--- src/rv_exec_pkg.sv ---
/*
 * Shared definitions for the RV32I decode-to-execute slice.
 * Holds widths, opcodes, the ALU operation set, the stage bundles and credit depths.
 * Every design file pulls this in with a wildcard import in its module header.
 */
`default_nettype none

package rv_exec_pkg;

    localparam int unsigned XLEN        = 32;  // Data path width
    localparam int unsigned IN_CREDITS  = 2;   // Input queue depth, sender start credits
    localparam int unsigned OUT_CREDITS = 4;   // Consumer buffer depth

    // Major opcodes handled by the slice
    localparam logic [6:0] OPC_OP     = 7'b0110011;  // Reg-reg ALU
    localparam logic [6:0] OPC_OP_IMM = 7'b0010011;  // Reg-imm ALU
    localparam logic [6:0] OPC_LUI    = 7'b0110111;
    localparam logic [6:0] OPC_AUIPC  = 7'b0010111;
    localparam logic [6:0] OPC_JAL    = 7'b1101111;  // Link only, fetch redirects

    typedef logic [XLEN-1:0] word_t;     // Data or address
    typedef logic [31:0]     instr_t;    // Raw instruction
    typedef logic [4:0]      reg_idx_t;  // Architectural register number
    typedef logic [2:0]      credit_cnt_t;

    typedef enum logic [3:0] {
        ALU_ADD,
        ALU_SUB,
        ALU_SLL,
        ALU_SLT,
        ALU_SLTU,
        ALU_XOR,
        ALU_SRL,
        ALU_SRA,
        ALU_OR,
        ALU_AND,
        ALU_PASS_B,  // LUI, operand B straight through
        ALU_LINK     // JAL, result is pc+4
    } alu_op_e;

    // Fetch to queue
    typedef struct packed {
        logic   valid;
        word_t  pc;
        instr_t instr;
    } fetch_pkt_t;

    // Decode to execute
    typedef struct packed {
        logic     valid;
        alu_op_e  alu_op;
        logic     use_imm;   // Operand B from imm
        logic     use_pc;    // Operand A from pc
        logic     wr_en;     // Writes rd, never set for x0
        reg_idx_t rd;
        word_t    pc;
        word_t    pc_next;
        word_t    rs1_data;
        word_t    rs2_data;
        word_t    imm;
    } id_ex_t;

    // Reported write-back, only writing instructions show up here
    typedef struct packed {
        logic     valid;
        word_t    pc;
        reg_idx_t rd;
        word_t    value;
    } result_t;

endpackage

`default_nettype wire
--- src/exec_stage.sv ---
/*
 * Execute stage with ALU, write-back and the registered result port.
 * Tracks output credits and raises o_stall when a writing instruction has none left.
 * The combinational ALU result doubles as the forward bundle for decode.
 */
`timescale 1ns/10ps
`default_nettype none

module exec_stage
    import rv_exec_pkg::*;
(
    input  wire      clk,
    input  wire      i_rst,
    input  id_ex_t   i_id_ex,
    input  wire      i_res_credit,  // Consumer drained one result
    output logic     o_stall,
    output logic     o_fwd_en,
    output reg_idx_t o_fwd_rd,
    output word_t    o_fwd_value,
    output logic     o_wr_en,
    output reg_idx_t o_wr_idx,
    output word_t    o_wr_data,
    output result_t  o_result
);

    word_t       op_a;
    word_t       op_b;
    word_t       alu_res;
    logic        writing;    // Valid instruction with a destination
    logic        fire;       // Result leaves this cycle
    credit_cnt_t credits;
    logic        res_valid;
    word_t       res_pc;
    reg_idx_t    res_rd;
    word_t       res_value;

    assign op_a = i_id_ex.use_pc  ? i_id_ex.pc  : i_id_ex.rs1_data;
    assign op_b = i_id_ex.use_imm ? i_id_ex.imm : i_id_ex.rs2_data;

    always_comb begin
        case (i_id_ex.alu_op)
            ALU_ADD:    alu_res = op_a + op_b;
            ALU_SUB:    alu_res = op_a - op_b;
            ALU_SLL:    alu_res = op_a << op_b[4:0];
            ALU_SLT:    alu_res = word_t'($signed(op_a) < $signed(op_b));
            ALU_SLTU:   alu_res = word_t'(op_a < op_b);
            ALU_XOR:    alu_res = op_a ^ op_b;
            ALU_SRL:    alu_res = op_a >> op_b[4:0];
            ALU_SRA:    alu_res = word_t'($signed(op_a) >>> op_b[4:0]);
            ALU_OR:     alu_res = op_a | op_b;
            ALU_AND:    alu_res = op_a & op_b;
            ALU_PASS_B: alu_res = op_b;               // LUI
            ALU_LINK:   alu_res = i_id_ex.pc_next;    // JAL
            default:    alu_res = '0;
        endcase
    end

    assign writing = i_id_ex.valid && i_id_ex.wr_en;
    assign o_stall = writing && (credits == '0);  // Consumer buffer full
    assign fire    = writing && !o_stall;

    // Forward follows EX contents, stall or not
    assign o_fwd_en    = writing;
    assign o_fwd_rd    = i_id_ex.rd;
    assign o_fwd_value = alu_res;

    assign o_wr_en   = fire;
    assign o_wr_idx  = i_id_ex.rd;
    assign o_wr_data = alu_res;

    always_ff @(posedge clk) begin
        if (i_rst) begin
            res_valid <= 1'b0;
            credits   <= credit_cnt_t'(OUT_CREDITS);
        end else begin
            res_valid <= fire;  // One-cycle pulse per result
            case ({fire, i_res_credit})
                2'b10:   credits <= credits - 1'b1;
                2'b01:   credits <= credits + 1'b1;
                default: credits <= credits;  // Spend and return cancel
            endcase
        end
    end

    always_ff @(posedge clk) begin
        if (fire) begin
            res_pc    <= i_id_ex.pc;
            res_rd    <= i_id_ex.rd;
            res_value <= alu_res;
        end
    end

    assign o_result = '{valid: res_valid, pc: res_pc, rd: res_rd, value: res_value};

    // Underflow would wrap to 7, so one bound covers both ends
    a_credit_bound: assert property (@(posedge clk) disable iff (i_rst)
        credits <= credit_cnt_t'(OUT_CREDITS));

    // Consumer returns only what it was given
    a_credit_return: assert property (@(posedge clk) disable iff (i_rst)
        i_res_credit |-> (credits != credit_cnt_t'(OUT_CREDITS)) || fire);

endmodule

`default_nettype wire

--- src/id_ex_reg.sv ---
/*
 * Pipeline register between decode and execute.
 * Loads the whole decoded bundle while i_en is high and holds it otherwise.
 * Synchronous reset clears every field, so EX starts on a bubble.
 */
`timescale 1ns/10ps
`default_nettype none

module id_ex_reg
    import rv_exec_pkg::*;
(
    input  wire    clk,
    input  wire    i_rst,
    input  wire    i_en,      // Pipeline advance, low on stall
    input  id_ex_t i_id_ex,
    output id_ex_t o_id_ex
);

    id_ex_t id_ex_q;

    always_ff @(posedge clk) begin
        if (i_rst) begin
            id_ex_q <= '0;
        end else if (i_en) begin
            id_ex_q <= i_id_ex;  // Bubble when the queue was empty
        end
    end

    assign o_id_ex = id_ex_q;

    // Stall only ever freezes a valid writing instruction, never a bubble
    a_stall_on_valid: assert property (@(posedge clk) disable iff (i_rst)
        !i_en |-> (id_ex_q.valid && id_ex_q.wr_en));

endmodule

`default_nettype wire

--- src/instr_decoder.sv ---
/*
 * Combinational decode of the queue head into the next ID/EX bundle.
 * Drives the register file read indices and picks up the EX result as a forward.
 * Opcodes outside the supported set pass through as no-ops with wr_en low.
 */
`timescale 1ns/10ps
`default_nettype none

module instr_decoder
    import rv_exec_pkg::*;
(
    input  fetch_pkt_t i_head,
    output reg_idx_t   o_rs1_idx,
    output reg_idx_t   o_rs2_idx,
    input  word_t      i_rs1_data,
    input  word_t      i_rs2_data,
    input  wire        i_fwd_en,     // EX holds a writing instruction
    input  reg_idx_t   i_fwd_rd,
    input  word_t      i_fwd_value,
    output id_ex_t     o_id_ex
);

    logic [6:0] opcode;
    logic [2:0] funct3;
    logic       alt;        // funct7[5], SUB and SRA select
    reg_idx_t   rd;
    word_t      imm_i;
    word_t      imm_u;
    word_t      imm_j;
    word_t      rs1_val;
    word_t      rs2_val;

    // funct3 table shared by OP and OP-IMM
    function automatic alu_op_e f3_to_op(input logic [2:0] f3, input logic sel_alt);
        alu_op_e op;
        case (f3)
            3'b000:  op = sel_alt ? ALU_SUB : ALU_ADD;
            3'b001:  op = ALU_SLL;
            3'b010:  op = ALU_SLT;
            3'b011:  op = ALU_SLTU;
            3'b100:  op = ALU_XOR;
            3'b101:  op = sel_alt ? ALU_SRA : ALU_SRL;
            3'b110:  op = ALU_OR;
            default: op = ALU_AND;
        endcase
        return op;
    endfunction

    assign opcode    = i_head.instr[6:0];
    assign rd        = i_head.instr[11:7];
    assign funct3    = i_head.instr[14:12];
    assign o_rs1_idx = i_head.instr[19:15];
    assign o_rs2_idx = i_head.instr[24:20];
    assign alt       = i_head.instr[30];

    assign imm_i = {{20{i_head.instr[31]}}, i_head.instr[31:20]};
    assign imm_u = {i_head.instr[31:12], 12'b0};
    assign imm_j = {{12{i_head.instr[31]}}, i_head.instr[19:12], i_head.instr[20],
                    i_head.instr[30:21], 1'b0};

    // EX result lands in the file at this same edge, so take it from EX directly
    assign rs1_val = (i_fwd_en && (i_fwd_rd == o_rs1_idx) && (o_rs1_idx != '0))
                   ? i_fwd_value : i_rs1_data;
    assign rs2_val = (i_fwd_en && (i_fwd_rd == o_rs2_idx) && (o_rs2_idx != '0))
                   ? i_fwd_value : i_rs2_data;

    always_comb begin
        o_id_ex          = '0;
        o_id_ex.valid    = i_head.valid;
        o_id_ex.alu_op   = ALU_ADD;
        o_id_ex.rd       = rd;
        o_id_ex.pc       = i_head.pc;
        o_id_ex.pc_next  = i_head.pc + XLEN'(4);  // Link value for JAL
        o_id_ex.rs1_data = rs1_val;
        o_id_ex.rs2_data = rs2_val;
        case (opcode)
            OPC_OP: begin
                o_id_ex.alu_op = f3_to_op(funct3, alt);
                o_id_ex.wr_en  = 1'b1;
            end
            OPC_OP_IMM: begin
                // No SUBI, bit 30 only matters for SRAI
                o_id_ex.alu_op  = f3_to_op(funct3, alt && (funct3 == 3'b101));
                o_id_ex.use_imm = 1'b1;
                o_id_ex.imm     = imm_i;
                o_id_ex.wr_en   = 1'b1;
            end
            OPC_LUI: begin
                o_id_ex.alu_op  = ALU_PASS_B;
                o_id_ex.use_imm = 1'b1;
                o_id_ex.imm     = imm_u;
                o_id_ex.wr_en   = 1'b1;
            end
            OPC_AUIPC: begin
                o_id_ex.use_pc  = 1'b1;  // pc + imm_u
                o_id_ex.use_imm = 1'b1;
                o_id_ex.imm     = imm_u;
                o_id_ex.wr_en   = 1'b1;
            end
            OPC_JAL: begin
                o_id_ex.alu_op = ALU_LINK;
                o_id_ex.imm    = imm_j;  // Target offset, redirect is up to fetch
                o_id_ex.wr_en  = 1'b1;
            end
            default: ;  // No-op
        endcase
        o_id_ex.wr_en = o_id_ex.wr_en && i_head.valid && (rd != '0);  // x0 never written
    end

endmodule

`default_nettype wire

--- src/instr_queue.sv ---
/*
 * Two-entry instruction FIFO between fetch and decode.
 * The head is presented with valid set while non-empty and pops when the pipe advances.
 * Each pop hands one credit back to the sender through o_in_credit.
 */
`timescale 1ns/10ps
`default_nettype none

module instr_queue
    import rv_exec_pkg::*;
(
    input  wire        clk,
    input  wire        i_rst,
    input  fetch_pkt_t i_push_pkt,   // Valid marks a push
    input  wire        i_pop_en,     // Pipeline advancing
    output fetch_pkt_t o_head,
    output logic       o_in_credit   // One pulse per pop
);

    typedef logic [$clog2(IN_CREDITS)-1:0] qptr_t;

    fetch_pkt_t                    mem [IN_CREDITS];  // Payload only, no reset
    qptr_t                         wr_ptr;
    qptr_t                         rd_ptr;
    logic [$clog2(IN_CREDITS):0]   count;             // 0..IN_CREDITS
    logic                          push;
    logic                          pop;

    assign push = i_push_pkt.valid;
    assign pop  = i_pop_en && (count != '0);  // Empty queue never pops

    always_ff @(posedge clk) begin
        if (push) begin
            mem[wr_ptr] <= i_push_pkt;
        end
    end

    always_ff @(posedge clk) begin
        if (i_rst) begin
            wr_ptr <= '0;
            rd_ptr <= '0;
            count  <= '0;
        end else begin
            if (push) wr_ptr <= wr_ptr + 1'b1;  // Depth is a power of two, wraps
            if (pop)  rd_ptr <= rd_ptr + 1'b1;
            case ({push, pop})
                2'b10:   count <= count + 1'b1;
                2'b01:   count <= count - 1'b1;
                default: count <= count;      // Idle or push+pop
            endcase
        end
    end

    always_comb begin
        o_head       = mem[rd_ptr];
        o_head.valid = (count != '0);  // Stored valid bit is not trusted
    end

    assign o_in_credit = pop;

    // Sender only pushes while holding a credit, so a full queue is never pushed
    a_no_push_full: assert property (@(posedge clk) disable iff (i_rst)
        push |-> (count != IN_CREDITS[$clog2(IN_CREDITS):0]));

endmodule

`default_nettype wire

--- src/reg_file.sv ---
/*
 * Architectural register file, x1..x31 with x0 tied to zero.
 * Two combinational read ports for decode, one write port from execute.
 */
`timescale 1ns/10ps
`default_nettype none

module reg_file
    import rv_exec_pkg::*;
(
    input  wire      clk,
    input  wire      i_rst,
    input  reg_idx_t i_rs1_idx,
    input  reg_idx_t i_rs2_idx,
    output word_t    o_rs1_data,
    output word_t    o_rs2_data,
    input  wire      i_wr_en,
    input  reg_idx_t i_wr_idx,
    input  word_t    i_wr_data
);

    word_t regs [31:1];  // No storage behind x0

    always_ff @(posedge clk) begin
        if (i_rst) begin
            for (int i = 1; i < 32; i++) begin
                regs[i] <= '0;
            end
        end else if (i_wr_en && (i_wr_idx != '0)) begin  // x0 writes dropped
            regs[i_wr_idx] <= i_wr_data;
        end
    end

    // Same-cycle write is not visible here, decode forwards from EX instead
    assign o_rs1_data = (i_rs1_idx == '0) ? '0 : regs[i_rs1_idx];
    assign o_rs2_data = (i_rs2_idx == '0) ? '0 : regs[i_rs2_idx];

endmodule

`default_nettype wire

--- src/rv_exec_core.sv ---
/*
 * Top of the decode-to-execute slice.
 * Fetch packets enter under input credits, results leave under output credits.
 * The EX stall freezes the ID/EX register and the queue pop together.
 */
`timescale 1ns/10ps
`default_nettype none

module rv_exec_core
    import rv_exec_pkg::*;
(
    input  wire        clk,
    input  wire        i_rst,
    input  fetch_pkt_t i_fetch,
    output logic       o_in_credit,
    output result_t    o_result,
    input  wire        i_res_credit
);

    fetch_pkt_t head;
    id_ex_t     id_ex_d;        // Decode output
    id_ex_t     id_ex_q;        // EX input
    reg_idx_t   rs1_idx;
    reg_idx_t   rs2_idx;
    word_t      rs1_data;
    word_t      rs2_data;
    logic       fwd_en;
    reg_idx_t   fwd_rd;
    word_t      fwd_value;
    logic       wr_en;
    reg_idx_t   wr_idx;
    word_t      wr_data;
    logic       stall;
    logic       advance;

    assign advance = !stall;  // Pop and ID/EX load move together

    instr_queue u_queue (
        .clk         (clk),
        .i_rst       (i_rst),
        .i_push_pkt  (i_fetch),
        .i_pop_en    (advance),
        .o_head      (head),
        .o_in_credit (o_in_credit)
    );

    reg_file u_regs (
        .clk        (clk),
        .i_rst      (i_rst),
        .i_rs1_idx  (rs1_idx),
        .i_rs2_idx  (rs2_idx),
        .o_rs1_data (rs1_data),
        .o_rs2_data (rs2_data),
        .i_wr_en    (wr_en),
        .i_wr_idx   (wr_idx),
        .i_wr_data  (wr_data)
    );

    instr_decoder u_dec (
        .i_head      (head),
        .o_rs1_idx   (rs1_idx),
        .o_rs2_idx   (rs2_idx),
        .i_rs1_data  (rs1_data),
        .i_rs2_data  (rs2_data),
        .i_fwd_en    (fwd_en),
        .i_fwd_rd    (fwd_rd),
        .i_fwd_value (fwd_value),
        .o_id_ex     (id_ex_d)
    );

    id_ex_reg u_id_ex (
        .clk     (clk),
        .i_rst   (i_rst),
        .i_en    (advance),
        .i_id_ex (id_ex_d),
        .o_id_ex (id_ex_q)
    );

    exec_stage u_ex (
        .clk          (clk),
        .i_rst        (i_rst),
        .i_id_ex      (id_ex_q),
        .i_res_credit (i_res_credit),
        .o_stall      (stall),
        .o_fwd_en     (fwd_en),
        .o_fwd_rd     (fwd_rd),
        .o_fwd_value  (fwd_value),
        .o_wr_en      (wr_en),
        .o_wr_idx     (wr_idx),
        .o_wr_data    (wr_data),
        .o_result     (o_result)
    );

endmodule

`default_nettype wire

--- config.mk ---
export PLATFORM = sky130hd
export DESIGN_NAME = rv_exec_core
export DESIGN_NICKNAME = d
export VERILOG_FILES = /design/src/rv_exec_pkg.sv /design/src/exec_stage.sv /design/src/id_ex_reg.sv /design/src/instr_decoder.sv /design/src/instr_queue.sv /design/src/reg_file.sv /design/src/rv_exec_core.sv
export SDC_FILE = /design/constraint.sdc
export NUM_CORES = 2
export LEC_CHECK = 0
export BUFFER_PORTS_ARGS = -buffer_cell sky130_fd_sc_hd__buf_2
export CAP_MARGIN = 30
export CORE_AREA = 2 2 422 424
export CTS_CLUSTER_SIZE = 30
export DETAILED_ROUTE_END_ITERATION = 16
export DIE_AREA = 0 0 424 426
export MAX_ROUTING_LAYER = met4
export PLACE_DENSITY = 0.61
export SETUP_SLACK_MARGIN = 0.05
export SLEW_MARGIN = 10
export SYNTH_ARGS = -nofsm -noshare
export SYNTH_HDL_FRONTEND = slang
export SYNTH_SLANG_ARGS = --single-unit
--- constraint.sdc ---
create_clock -name clk -period 6.8 [get_ports clk]
set_input_delay 1.36 -clock clk [delete_from_list [all_inputs] [get_ports clk]]
set_output_delay 1.36 -clock clk [all_outputs]
set_load 0.005 [all_outputs]
==> key figures <==
Power
  – Power share of the clock group: roughly a quarter
  – VDD IR max: about 0.00030 V
  – LEAKAGE: roughly 0.033 uW
  – Comb pwr share: a little over two fifths
  – Tot Pwr: 32800 uW
  – Switching power total: between 10000 and 15000 uW
  – Reg power frac: around 32%
  – Pwr dens: about 370 nW/um^2
  – Internal power: about 18000 uW
  – Sw Ratio: 44.8%

Floorplan
  – CORE AREA: around 180000 sq um
  – Die width: 424 um
  – Die Height: roughly 430 um
  – Starting density of the core: between 40% and 50%
  – Die Area: 181000 sq um
  – # IOs: roughly 140
  – FP Rows: approximately 150

Run
  – Max Cap Viol: 0

Synth
  – Synthesized instance count: 9033
  – Avg Inst Size Synth: approximately 8.7 sq um
  – Largest family of logic cells by synthesized area: simple AND/OR/NAND/NOR gates
  – Adder-cell share of the synthesized area: under 10%
  – Synth Flop Type: edfxtp_1
  – #FFs+latches synth: between 1000 and 1500
  – Simple-Gate Fraction of Synth Area: a little over a quarter
  – Post-synthesis mux area share: roughly 3.6%
  – Post-Synth XOR/XNOR Area: 0.699%
  – Synth cell types: between 100 and 150
  – Mapped Area: slightly below 80000 sq um
  – Synth Area in Compound Gates: between 10 and 15%
  – Asr flop ratio synth: 0%
  – Sequential fraction of the synthesis area: around 51%
  – Post-synth EDFFs: about 1200
  – Synthesis Warnings: 0

Clock tree
  – CTS tree: yes
  – CTS buffer count: between 150 and 200
  – Clock slew at reported path FFs: around 0.060 ns
  – Num Clock Sinks: ~1400
  – H-tree Lvls: 4
  – Hold_buf cts: 0
  – Clk_lat worst skew: 0.85 ns
  – PostCTS Resize Cnt: 0
  – CTS max path bufs: 3
  – Clk root buf: clkbuf_16
  – Post-CTS Setup Inserts: 0

Setup path
  – Req. time, crit path: 7.34 ns
  – CP arrival: between 6 and 7 ns
  – CP max-delay cell: dfxtp_2
  – Crit-path max FO: 34
  – Delay-heaviest family, CP: compound AO/OA/AOI/OAI gates
  – CP bufs+invs: 4
  – Critical path class: flop to flop
  – CP max stage delay: approximately 0.85 ns
  – Cell Chain, Critical Path: buf_4 -> mux2i_4 -> inv_2 -> ha_1 -> fa_1 -> o21bai_1 -> a221oi_1 -> o21ai_0 -> a31oi_1 -> buf_4 -> a21oi_1 -> a21oi_1 -> o211ai_1 -> a21oi_1 -> nor4_4 -> buf_4 -> nor2_1
  – Startpoint types: flop
  – Critical path endpoint category: flop

Drt
  – Avg WL per Cell: around 32 um
  – ANT nets after route: 0
  – Drt via density: 6.53
  – Starting DRT DRC Count: roughly 12000
  – Final wirelength: 357000 um
  – DRC viols: 0
  – Drt first pass iters: 9
  – Routed vias: 73700

Layout
  – Reg area: around 40000 sq um
  – Synthesis-to-finish area growth: 10.9%
  – Nets: 8998
  – Share of cells above drive strength 1: 9.57%
  – Fill count: approximately 16000
  – Multi-input logic area: approximately 36000 sq um

Timing
  – Setup Total Neg Slack: 0 ns
  – Slew headroom: 19.4%
  – Unrepaired setup endpoints after global routing: false
  – Final hold vios: 0
  – Skew final: approximately 0.045 ns
  – Fmax: 164 MHz
  – Max Slew Vio Count: 0
  – Final period utilization: roughly nine tenths
  – Slew @ Worst Pin: roughly 1.2 ns
  – Setup violators final: 0
  – Tightest hold margin: roughly 0.45 ns
  – Min Tclk post-route: between 6 and 7 ns

Status
  – Outcome: finished, final reports clean

Global routing
  – Met2 usage in global routing: 57.0%
  – Initial antenna violation count: 25
  – Met1 usage: a little over half
  – First-pass GRT wire length: between 400000 and 500000 um
  – GRT Overall Usage: between 30% and 40%
  – Grt ovf: 0
  – Vias in the first global route: 68200
  – GRT met3 Usage: between 8 and 9%
  – GRT Max-Usage Layer: met2
  – Pin count of the biggest net entering global routing: about 120

Worst hold path
  – Worst Hold Class: flop to flop

Placement
  – RD Place Congestion: approximately 1.0
  – HPWL after detailed placement: about 220000 um
  – Port buffer count: approximately 140
==> final timing paths <==
path / from / end / slack, ns / cells past startpoint
hold reg to reg: u_id_ex.o_id_ex[8] / u_id_ex.o_id_ex[8] / 0.45 / 2
hold / removal: u_id_ex.o_id_ex[8] / u_id_ex.o_id_ex[8] / 0.45 / 2
setup / recovery: u_id_ex.o_id_ex[167] / u_regs.regs[26][0] / 0.69 / 17
setup reg to reg: u_id_ex.o_id_ex[167] / u_regs.regs[26][0] / 0.69 / 17
==> cells in the mapped netlist (59+ instances only) <==
library cell	instances	area, sq um
and3_1	144	901
nand2_1	2344	8800
nor2_1	1263	4740
a211oi_1	63	473
clkbuf_1	537	2020
a21oi_1	246	1230
ha_1	114	1430
buf_1	126	473
buf_2	119	596
inv_1	130	488
nand3_1	1063	5320
o21ai_0	157	786
a311oi_1	344	3010
dfxtp_1	180	3600
a31oi_1	60	375
o211ai_1	59	443
edfxtp_1	1221	36700
mux2i_1	198	1980
==> state kept, by name (all words and copies together), names as in the netlist, named ones only <==
register         count
u_queue.rd_ptr       1
u_queue.wr_ptr       1
u_regs.regs       1024
u_ex.credits         3
u_ex.res_valid       1
u_ex.res_pc         32
u_ex.res_rd          5
u_ex.res_value      32
u_queue.mem        128
u_queue.count        2
u_id_ex.o_id_ex    171
==> kinds of logic after synthesis <==
group           count (synthesis)
flops                        1401
compound gates               1198
other cells                     1
simple gates                 5024
mux                           263
fa+ha+maj                     117
xor+xnor                       63
buf+inv                       966
==> per-layer routing <==
| metal | share of wire, % | wire length, um |
|---|---|---|
| met1 | 38 | 137000 |
| met2 | 43 | 155000 |
| met3 | 13 | 44900 |
| met4 | 5.8 | 20900 |
| met5 | 0 | 0 |
==> through the flow <==
stage / cell area [sq um] / setup WS (ns) / instances / util (%)
after floorplan: 79100 / 2.02 / 9064 / -
final: 87600 / 0.693 / 11300 / 49.8
after global placement: 82300 / 1.06 / 11000 / 46.9
after CTS: 87500 / 0.957 / 11300 / 49.8
after global routing: 87600 / 0.514 / 11300 / 49.8
after detailed placement: 82600 / 0.994 / 11000 / 47.0
==> worst register-to-register path: stages, from the launching register on <==
cell and delay (ns):
dfxtp_2 0.85, buf_4 0.34, mux2i_4 0.34, inv_2 0.09, ha_1 0.23, fa_1 0.47
o21bai_1 0.27, a221oi_1 0.16, o21ai_0 0.51, a31oi_1 0.17, buf_4 0.20, a21oi_1 0.40
a21oi_1 0.25, o211ai_1 0.48, a21oi_1 0.19, nor4_4 0.33, buf_4 0.43, nor2_1 0.13
==> cells in the final DEF, fill, tap and decap left out, types with 48 or more instances in the layout <==
cell          n
a31oi_1      60
clkbuf_16   159
nor3_1       48
a21oi_1     242
inv_1       129
mux2i_1     186
ha_1        114
buf_4       233
xnor2_1      50
o21ai_0     157
nor2_1     1259
nand3_1    1062
o211ai_1     59
buf_2       144
a311oi_1    328
dfxtp_1     176
a211oi_1     63
edfxtp_1   1221
and3_1      143
nand2_1    2313
==> power by group through the flow <==
stage / combinational (uW) / sequential, uW / clock, uW
global route: 14400 / 10600 / 8680
detailed placement: 13300 / 10700 / 0
CTS: 13300 / 10600 / 8320
floorplan: 7960 / 10300 / 0
global placement: 13200 / 10700 / 0
finish: 13900 / 10600 / 8290
==> area by class of cell <==
cell class	instances	share of cell area, %
diodes	15	0.0429
clock buffers	200	4.77
well taps	2340	3.34
inverters	137	0.589
multi-input cells	6697	40.7
repair buffers	420	3.72
clock inverters	83	0.832
flip-flops and latches	1401	46.0
Power figures use the tool's default switching activity.
